## config.mk

```make
export PLATFORM = sky130hd
export DESIGN_NAME = bitpack_top
export DESIGN_NICKNAME = d
export VERILOG_FILES = /design/src/bitpack_pkg.sv /design/src/bitpack_bit_fifo.sv /design/src/bitpack_packer.sv /design/src/bitpack_sync_fifo.sv /design/src/bitpack_top.sv
export VERILOG_INCLUDE_DIRS = /design/src
export SDC_FILE = /design/constraint.sdc
export NUM_CORES = 1
export LEC_CHECK = 0
export BUFFER_PORTS_ARGS = -buffer_cell sky130_fd_sc_hd__clkbuf_2
export CAP_MARGIN = 20
export CORE_MARGIN = 10
export CORE_UTILIZATION = 58
export CTS_CLUSTER_DIAMETER = 30
export DETAILED_ROUTE_END_ITERATION = 8
export PLACE_DENSITY = 0.75
export SLEW_MARGIN = 20
export SYNTH_ARGS = -nofsm -noshare
export SYNTH_HDL_FRONTEND = slang
export SYNTH_SLANG_ARGS = --single-unit
```

## constraint.sdc

```tcl
create_clock -name clk_i -period 12 [get_ports clk_i]
set_input_delay 2.4 -clock clk_i [delete_from_list [all_inputs] [get_ports clk_i]]
set_output_delay 2.4 -clock clk_i [all_outputs]
set_load 0.02 [all_outputs]
```

## src/bitpack_defs.svh

```systemverilog
`ifndef BITPACK_DEFS_SVH
`define BITPACK_DEFS_SVH

// width of one field written by the producer
`define BITPACK_UNPACKED_W 12

// width of one word read by the consumer
`define BITPACK_PACKED_W 16

// field length from 1 to 12
`define BITPACK_LEN_W 5

// bit buffer capacity as the larger of the field and word widths
`define BITPACK_BUF_W 16

// bit buffer level from 0 to 16
`define BITPACK_LEVEL_W 5

// entries in each word queue
`define BITPACK_FIFO_DEPTH 8

`endif

```

## src/bitpack_pkg.sv

```systemverilog
`include "bitpack_defs.svh"

package bitpack_pkg;

   // one field as written by the producer
   typedef logic [`BITPACK_UNPACKED_W-1:0] unpacked_t;

   // one packed output word
   typedef logic [`BITPACK_PACKED_W-1:0] packed_t;

   // number of valid bits in a field
   typedef logic [`BITPACK_LEN_W-1:0] len_t;

   // bit count in the bit buffer
   typedef logic [`BITPACK_LEVEL_W-1:0] level_t;

   // data register status of the packer
   typedef enum logic {
      IDLE,
      HELD
   } packer_state_t;

endpackage

```

## src/bitpack_bit_fifo.sv

```systemverilog
`timescale 1ns/10ps
`include "bitpack_defs.svh"

module bitpack_bit_fifo (
   input  logic                  clk_i,
   input  logic                  rst_i,
   input  logic                  push_i,
   input  bitpack_pkg::len_t      push_len_i,
   input  bitpack_pkg::unpacked_t push_data_i,
   input  logic                  pop_i,
   output bitpack_pkg::packed_t   pop_data_o,
   output bitpack_pkg::level_t    free_level_o,
   output bitpack_pkg::level_t    fill_level_o
);

   localparam int BUF_W    = `BITPACK_BUF_W;
   localparam int PACKED_W = `BITPACK_PACKED_W;

   // left aligned store, oldest bit at the msb
   logic [BUF_W-1:0]    buf_q;
   bitpack_pkg::level_t fill_q;

   logic [BUF_W-1:0]    push_mask;
   logic [BUF_W-1:0]    push_bits;
   bitpack_pkg::level_t push_shift;
   bitpack_pkg::level_t push_len_lvl;

   assign push_len_lvl = bitpack_pkg::level_t'(push_len_i);

   // keep only the low push_len_i bits of the field
   assign push_mask = ~({BUF_W{1'b1}} << push_len_i);
   assign push_bits = BUF_W'(push_data_i) & push_mask;

   // place the new bits just below the current fill
   // the packer never pushes more than the free level
   assign push_shift = bitpack_pkg::level_t'(BUF_W) - fill_q - push_len_lvl;

   always_ff @(posedge clk_i) begin
      if (rst_i) begin
         buf_q  <= '0;
         fill_q <= '0;
      end else if (push_i) begin
         buf_q  <= buf_q | (push_bits << push_shift);
         fill_q <= fill_q + push_len_lvl;
      end else if (pop_i) begin
         // remaining bits move up to the msb, zeros fill in below
         buf_q  <= buf_q << PACKED_W;
         fill_q <= fill_q - bitpack_pkg::level_t'(PACKED_W);
      end
   end

   // popped word is the top of the store before the shift
   assign pop_data_o   = buf_q[BUF_W-1 -: PACKED_W];
   assign fill_level_o = fill_q;
   assign free_level_o = bitpack_pkg::level_t'(BUF_W) - fill_q;

endmodule

```

## src/bitpack_packer.sv

```systemverilog
`timescale 1ns/10ps
`include "bitpack_defs.svh"

module bitpack_packer (
   input  logic                  clk_i,
   input  logic                  rst_i,
   input  bitpack_pkg::len_t      len_i,
   input  logic                  wrap_i,
   input  logic                  rready_i,
   input  bitpack_pkg::unpacked_t rdata_i,
   input  logic                  wready_i,
   output logic                  read_o,
   output logic                  write_o,
   output bitpack_pkg::packed_t   wdata_o
);

   localparam bitpack_pkg::level_t WORD_LEVEL = bitpack_pkg::level_t'(`BITPACK_PACKED_W);

   bitpack_pkg::packer_state_t state_q;
   bitpack_pkg::packer_state_t state_nxt;
   bitpack_pkg::unpacked_t     data_q;
   // bits of the held field not yet in the bit buffer
   bitpack_pkg::len_t          rem_q;
   bitpack_pkg::len_t          rem_nxt;

   logic                       read;
   logic                       push;
   bitpack_pkg::len_t          push_len;
   bitpack_pkg::unpacked_t     push_data;
   logic                       pop;
   bitpack_pkg::packed_t       pop_data;
   bitpack_pkg::level_t        free_level;
   bitpack_pkg::level_t        fill_level;

   logic                       fits;
   bitpack_pkg::len_t          chunk_len;
   bitpack_pkg::unpacked_t     chunk_data;

   logic                       write_q;
   bitpack_pkg::packed_t       wdata_q;

   // a field larger than the free space is split across two words
   assign fits       = free_level >= bitpack_pkg::level_t'(rem_q);
   assign chunk_len  = fits ? rem_q : bitpack_pkg::len_t'(free_level);
   assign chunk_data = data_q >> (rem_q - chunk_len);

   always_comb begin
      read      = 1'b0;
      push      = 1'b0;
      push_len  = chunk_len;
      push_data = chunk_data;
      pop       = 1'b0;
      state_nxt = state_q;
      rem_nxt   = rem_q;

      if (state_q == bitpack_pkg::HELD && free_level != '0) begin
         push = 1'b1;
         if (!fits) begin
            rem_nxt = rem_q - chunk_len;
         end else if (rready_i) begin
            // next field replaces the one just pushed
            read    = 1'b1;
            rem_nxt = len_i;
         end else begin
            state_nxt = bitpack_pkg::IDLE;
         end
      end else if (wrap_i && fill_level != '0 && fill_level < WORD_LEVEL) begin
         // zero pad the partial word so it can leave
         push      = 1'b1;
         push_len  = bitpack_pkg::len_t'(free_level);
         push_data = '0;
      end else if (fill_level == WORD_LEVEL && wready_i) begin
         pop = 1'b1;
      end else if (state_q == bitpack_pkg::IDLE && rready_i) begin
         read      = 1'b1;
         rem_nxt   = len_i;
         state_nxt = bitpack_pkg::HELD;
      end
   end

   bitpack_bit_fifo bit_fifo (
      .clk_i        (clk_i),
      .rst_i        (rst_i),
      .push_i       (push),
      .push_len_i   (push_len),
      .push_data_i  (push_data),
      .pop_i        (pop),
      .pop_data_o   (pop_data),
      .free_level_o (free_level),
      .fill_level_o (fill_level)
   );

   always_ff @(posedge clk_i) begin
      if (rst_i) begin
         state_q <= bitpack_pkg::IDLE;
         rem_q   <= '0;
         write_q <= 1'b0;
      end else begin
         state_q <= state_nxt;
         rem_q   <= rem_nxt;
         write_q <= pop;
      end
   end

   always_ff @(posedge clk_i) begin
      if (read) begin
         data_q <= rdata_i;
      end
      if (pop) begin
         wdata_q <= pop_data;
      end
   end

   assign read_o  = read;
   assign write_o = write_q;
   assign wdata_o = wdata_q;

endmodule

```

## src/bitpack_sync_fifo.sv

```systemverilog
`timescale 1ns/10ps
`include "bitpack_defs.svh"

module bitpack_sync_fifo #(
   parameter int WIDTH = `BITPACK_UNPACKED_W,
   parameter int DEPTH = `BITPACK_FIFO_DEPTH
) (
   input  logic             clk_i,
   input  logic             rst_i,
   input  logic             write_i,
   input  logic [WIDTH-1:0] data_i,
   input  logic             read_i,
   output logic [WIDTH-1:0] data_o,
   output logic             empty_o,
   output logic             full_o
);

   localparam int PTR_W = (DEPTH > 1) ? $clog2(DEPTH) : 1;
   localparam int CNT_W = $clog2(DEPTH + 1);

   logic [WIDTH-1:0] mem [DEPTH];
   logic [PTR_W-1:0] wr_ptr_q;
   logic [PTR_W-1:0] rd_ptr_q;
   logic [CNT_W-1:0] count_q;
   logic [CNT_W-1:0] count_nxt;
   logic             empty_q;
   logic             full_q;
   logic             do_write;
   logic             do_read;

   // pointer advance with wrap at the last entry
   function automatic logic [PTR_W-1:0] next_ptr(input logic [PTR_W-1:0] ptr);
      if (ptr == PTR_W'(DEPTH - 1)) begin
         return '0;
      end
      return ptr + 1'b1;
   endfunction

   // strobes outside the legal state are dropped
   assign do_write = write_i && !full_q;
   assign do_read  = read_i && !empty_q;

   always_comb begin
      count_nxt = count_q;
      case ({do_write, do_read})
         2'b10:   count_nxt = count_q + 1'b1;
         2'b01:   count_nxt = count_q - 1'b1;
         default: count_nxt = count_q;
      endcase
   end

   always_ff @(posedge clk_i) begin
      if (do_write) begin
         mem[wr_ptr_q] <= data_i;
      end
   end

   always_ff @(posedge clk_i) begin
      if (rst_i) begin
         wr_ptr_q <= '0;
         rd_ptr_q <= '0;
         count_q  <= '0;
         empty_q  <= 1'b1;
         full_q   <= 1'b0;
      end else begin
         if (do_write) begin
            wr_ptr_q <= next_ptr(wr_ptr_q);
         end
         if (do_read) begin
            rd_ptr_q <= next_ptr(rd_ptr_q);
         end
         count_q <= count_nxt;
         // flags follow the next count so they are ready at the edge
         empty_q <= (count_nxt == '0);
         full_q  <= (count_nxt == CNT_W'(DEPTH));
      end
   end

   // head word is shown without waiting for a read
   assign data_o  = mem[rd_ptr_q];
   assign empty_o = empty_q;
   assign full_o  = full_q;

endmodule

```

## src/bitpack_top.sv

```systemverilog
`timescale 1ns/10ps
`include "bitpack_defs.svh"

module bitpack_top (
   input  logic                  clk_i,
   input  logic                  rst_i,
   input  bitpack_pkg::len_t      len_i,
   input  logic                  wrap_i,
   input  logic                  in_write_i,
   input  bitpack_pkg::unpacked_t in_data_i,
   input  logic                  out_read_i,
   output logic                  in_full_o,
   output bitpack_pkg::packed_t   out_data_o,
   output logic                  out_empty_o
);

   // input queue to packer
   bitpack_pkg::unpacked_t in_rdata;
   logic                   in_empty;
   logic                   in_read;

   // packer to output queue
   bitpack_pkg::packed_t   out_wdata;
   logic                   out_write;
   logic                   out_full;

   bitpack_sync_fifo #(
      .WIDTH (`BITPACK_UNPACKED_W),
      .DEPTH (`BITPACK_FIFO_DEPTH)
   ) in_fifo (
      .clk_i   (clk_i),
      .rst_i   (rst_i),
      .write_i (in_write_i),
      .data_i  (in_data_i),
      .read_i  (in_read),
      .data_o  (in_rdata),
      .empty_o (in_empty),
      .full_o  (in_full_o)
   );

   bitpack_packer packer (
      .clk_i    (clk_i),
      .rst_i    (rst_i),
      .len_i    (len_i),
      .wrap_i   (wrap_i),
      .rready_i (!in_empty),
      .rdata_i  (in_rdata),
      .wready_i (!out_full),
      .read_o   (in_read),
      .write_o  (out_write),
      .wdata_o  (out_wdata)
   );

   bitpack_sync_fifo #(
      .WIDTH (`BITPACK_PACKED_W),
      .DEPTH (`BITPACK_FIFO_DEPTH)
   ) out_fifo (
      .clk_i   (clk_i),
      .rst_i   (rst_i),
      .write_i (out_write),
      .data_i  (out_wdata),
      .read_i  (out_read_i),
      .data_o  (out_data_o),
      .empty_o (out_empty_o),
      .full_o  (out_full)
   );

endmodule
```

==> metrics.md <==
| Metric | Value |
|---|---|
| Mapped cell area | 14200 um2 |
| Post-route DRC violation count | 0 |
| Worst slew pin tran | 1.14 ns |
| Normalized max-slew margin | 23.2% |
| Critical path startpoint category | register |
| CTS sink cnt | 307 |
| Post-synth cell types | 82 |
| CTS root buf | clkbuf_16 |
| Share of cells above drive strength 1 | 26.4% |
| Post-CTS Hold Fix Bufs | 0 |
| Min Tclk post-route | 6.97 ns |
| CP cell instances | inv_1 > ha_1 > xor2_1 > clkinv_1 > ha_1 > nand2_1 > o21ai_2 > a21oi_1 > buf_4 > o21ai_0 > ha_1 > inv_1 > ha_1 > mux2i_1 > mux2_2 > o22ai_1 > a211o_1 > mux2_2 > o2bb2ai_1 > a31oi_1 > nand2_1 > a311o_1 |
| Global route overflow | 0 |
| Fin. max-slew vios | 0 |
| Crit path largest cell delay | 0.65 ns |
| Fill cells | 1568 |
| Syn nets | 1064 |
| H-tree levels | 2 |
| Total wire length | 32800 um |
| Drt first-iter violations | 892 |
| Port bufs | 39 |
| Setup CP Type | reg -> reg |
| TritonCTS clock tree | built |
| Clock Path Buffers | 3 |
| Sequential Area | 8670 um2 |
| Vias in the first global route | 9225 |
| Ant diodes | 0 |
| Crit-path most repeated cell | ha_1 |
| Placed instance area | 14900 um2 |
| End-of-flow core utilization | 69.3% |
| Syn_area_per_cell | 14.2 um2 |
| Final hold violation count | 0 |
| CTS clk-pin slew, worst paths | 0.05 ns |
| Sequential fraction of the synthesis area | 60.9% |
| Outcome | finished clean |
| First-pass GRT wire length | 51700 um |
| RSZ-0062 raised after global routing | no |
| Core area | 24200 um2 |
| Vias per cell | 6.20 |
| CP delay by family, top | compound AO/OA/AOI/OAI gates |
| Ys flop type | edfxtp_1 |
| Cell area after layout | 16800 um2 |
| Layout net count | 1130 |
| Vias | 8910 |
| Worst-Skew Late Latency | 0.56 ns |
| Achievable Freq | 144 MHz |
| All-Layer GR Usage | 21.1% |
| RD Place Congestion | 0.982 |
| Die W | 177 um |
| Initial antenna violation count | 0 |
| Multi-input gate area | 5310 um2 |
| Antenna-violating nets left | 0 |
| Starting Density | 58.7% |
| Setup Viol. Count Final | 0 |
| Gate count of the mapped netlist | 1003 |
| Post-CTS Resized | 0 |
| P&R area growth vs syn | 18.0% |
| WL/cell | 22.8 um |
| Ratio of final minimum period to clock period | 58.1% |
| Critical Path AT | 7.41 ns |
| Detailed placement HPWL | 19700 um |
| Async set-reset flop share out of synthesis | 0% |
| Crit-path max FO | 22 |
| Post-synth EDFFs | 252 |
| Req. time, crit path | 12.44 ns |
| Worst Hold Class | reg -> reg |
| Largest net degree at the start of global routing | 44 |
| Crit path capture type | register |
| Max Cap Viol | 0 |
| Worst Skew | 0.0203 ns |
| Drt pass-1 iters | 5 |
| Synth warnings | 0 |
| Slowest cell on the critical path | ha_1 |
| TNS Setup | 0 ns |
| Worst Path Buf+Inv | 4 |
| Number of setup buffers added after CTS | 0 |
| Post-synthesis register bit count | 307 |
| TritonCTS Buffers | 53 |
| Num ports | 40 |
| Die H | 177 um |
| Row count | 57 |
| Die Area | 31200 um2 |
[registers in the layout (all words and copies together), names as in the netlist, 3 cells and up, named ones only]
name,count
packer.data_q,12
in_fifo.mem,96
out_fifo.mem,128
in_fifo.count_q,4
packer.rem_q,5
out_fifo.wr_ptr_q,3
out_fifo.rd_ptr_q,3
packer.bit_fifo.fill_level_o,5
packer.bit_fifo.pop_data_o,16
packer.wdata_o,16
out_fifo.count_q,4
in_fifo.wr_ptr_q,3
in_fifo.rd_ptr_q,3
[worst paths after layout]
kind              cells after the start  slack, ns                              to                            start
setup / recovery                     22       5.03  packer.bit_fifo.pop_data_o[14]  packer.bit_fifo.fill_level_o[0]
hold / removal                        0       0.44               packer.wdata_o[3]    packer.bit_fifo.pop_data_o[3]
setup reg to reg                     22       5.03  packer.bit_fifo.pop_data_o[14]  packer.bit_fifo.fill_level_o[0]
hold reg to reg                       0       0.44               packer.wdata_o[3]    packer.bit_fifo.pop_data_o[3]
[area by class of cell]
type | count | area share, %
multi-input combinational | 612 | 31.6
timing repair buffer | 61 | 2.15
inverter | 34 | 0.760
clock buffer | 57 | 8.04
sequential | 307 | 51.6
clock inverter | 43 | 3.39
tap | 324 | 2.41
[logic make-up (layout without fill, tap and decap cells)]
family,count (synthesis),count (layout),share of synthesized area (%)
multiplexers,124,124,14.2
XOR/XNOR,23,23,1.63
buffers and inverters,84,195,2.32
flip-flops,307,307,60.9
AO/OA/AOI/OAI,177,177,8.90
adder cells (fa/ha/maj),40,40,3.71
AND/OR/NAND/NOR,248,248,8.36
[synthesized netlist by cell type (5+ instances only)]
cell | n | share of area (%)
a21o_1 | 9 | 0.47
o22ai_1 | 7 | 0.31
o21a_1 | 5 | 0.26
nand2b_1 | 5 | 0.22
nand2_1 | 56 | 1.5
xor2_1 | 9 | 0.55
inv_1 | 32 | 0.84
nor2_1 | 77 | 2.0
a21oi_1 | 47 | 1.7
a211oi_1 | 8 | 0.42
mux2_2 | 40 | 3.2
or2_2 | 6 | 0.26
dfxtp_1 | 55 | 7.7
edfxtp_1 | 252 | 53
nor3_1 | 35 | 1.2
nor3b_1 | 5 | 0.26
clkbuf_1 | 34 | 0.90
o31ai_1 | 8 | 0.42
ha_1 | 35 | 3.1
buf_1 | 9 | 0.24
mux4_2 | 57 | 9.0
nor2b_1 | 8 | 0.35
and3_1 | 7 | 0.31
nand3_1 | 12 | 0.42
xnor2_1 | 12 | 0.74
nor4_1 | 11 | 0.48
o211ai_1 | 6 | 0.32
mux2i_1 | 24 | 1.7
buf_2 | 6 | 0.21
o21ai_0 | 21 | 0.74
and2_1 | 8 | 0.35
nand4_1 | 5 | 0.22
[placed cells by master, fill, tap and decap left out, types with 8 or more instances in the layout]
cell       Yosys  layout
dfxtp_1       55      52
nor3_1        35      28
nor2_1        77      77
and2_1         8       8
edfxtp_1     252     252
buf_4          0      22
clkbuf_16      0      53
nand3_1       12      12
mux2i_1       24      24
clkbuf_2       0      39
nand2_1       56      56
bufinv_16      0      10
inv_6          0       9
nor2b_1        8       8
a21o_1         9       9
inv_1         32      32
a21oi_1       47      47
mux2_2        40      40
nor4_1        11       9
o21ai_0       21      21
xor2_1         9       9
xnor2_1       12      12
a211oi_1       8       8
ha_1          35      35
mux4_2        57      57
[metal layers]
metal / global-route usage (%) / wire, um
met1: 25.2 / 12500
met2: 37.5 / 17100
met3: 3.88 / 2230
met4: 7.71 / 910
met5: 0 / 0
[through the flow]
stage	cells	setup WS, ns	hold WS [ns]
after detailed placement	1338	5.22	0.418
after global placement	1338	5.40	0.414
after floorplan	1003	5.99	0.400
after CTS	1438	5.20	0.438
after global routing	1438	4.49	0.444
final	1438	5.03	0.441
Power is not shown: default switching activity piles up to over one toggle a cycle in this logic, so the estimate is an artifact.
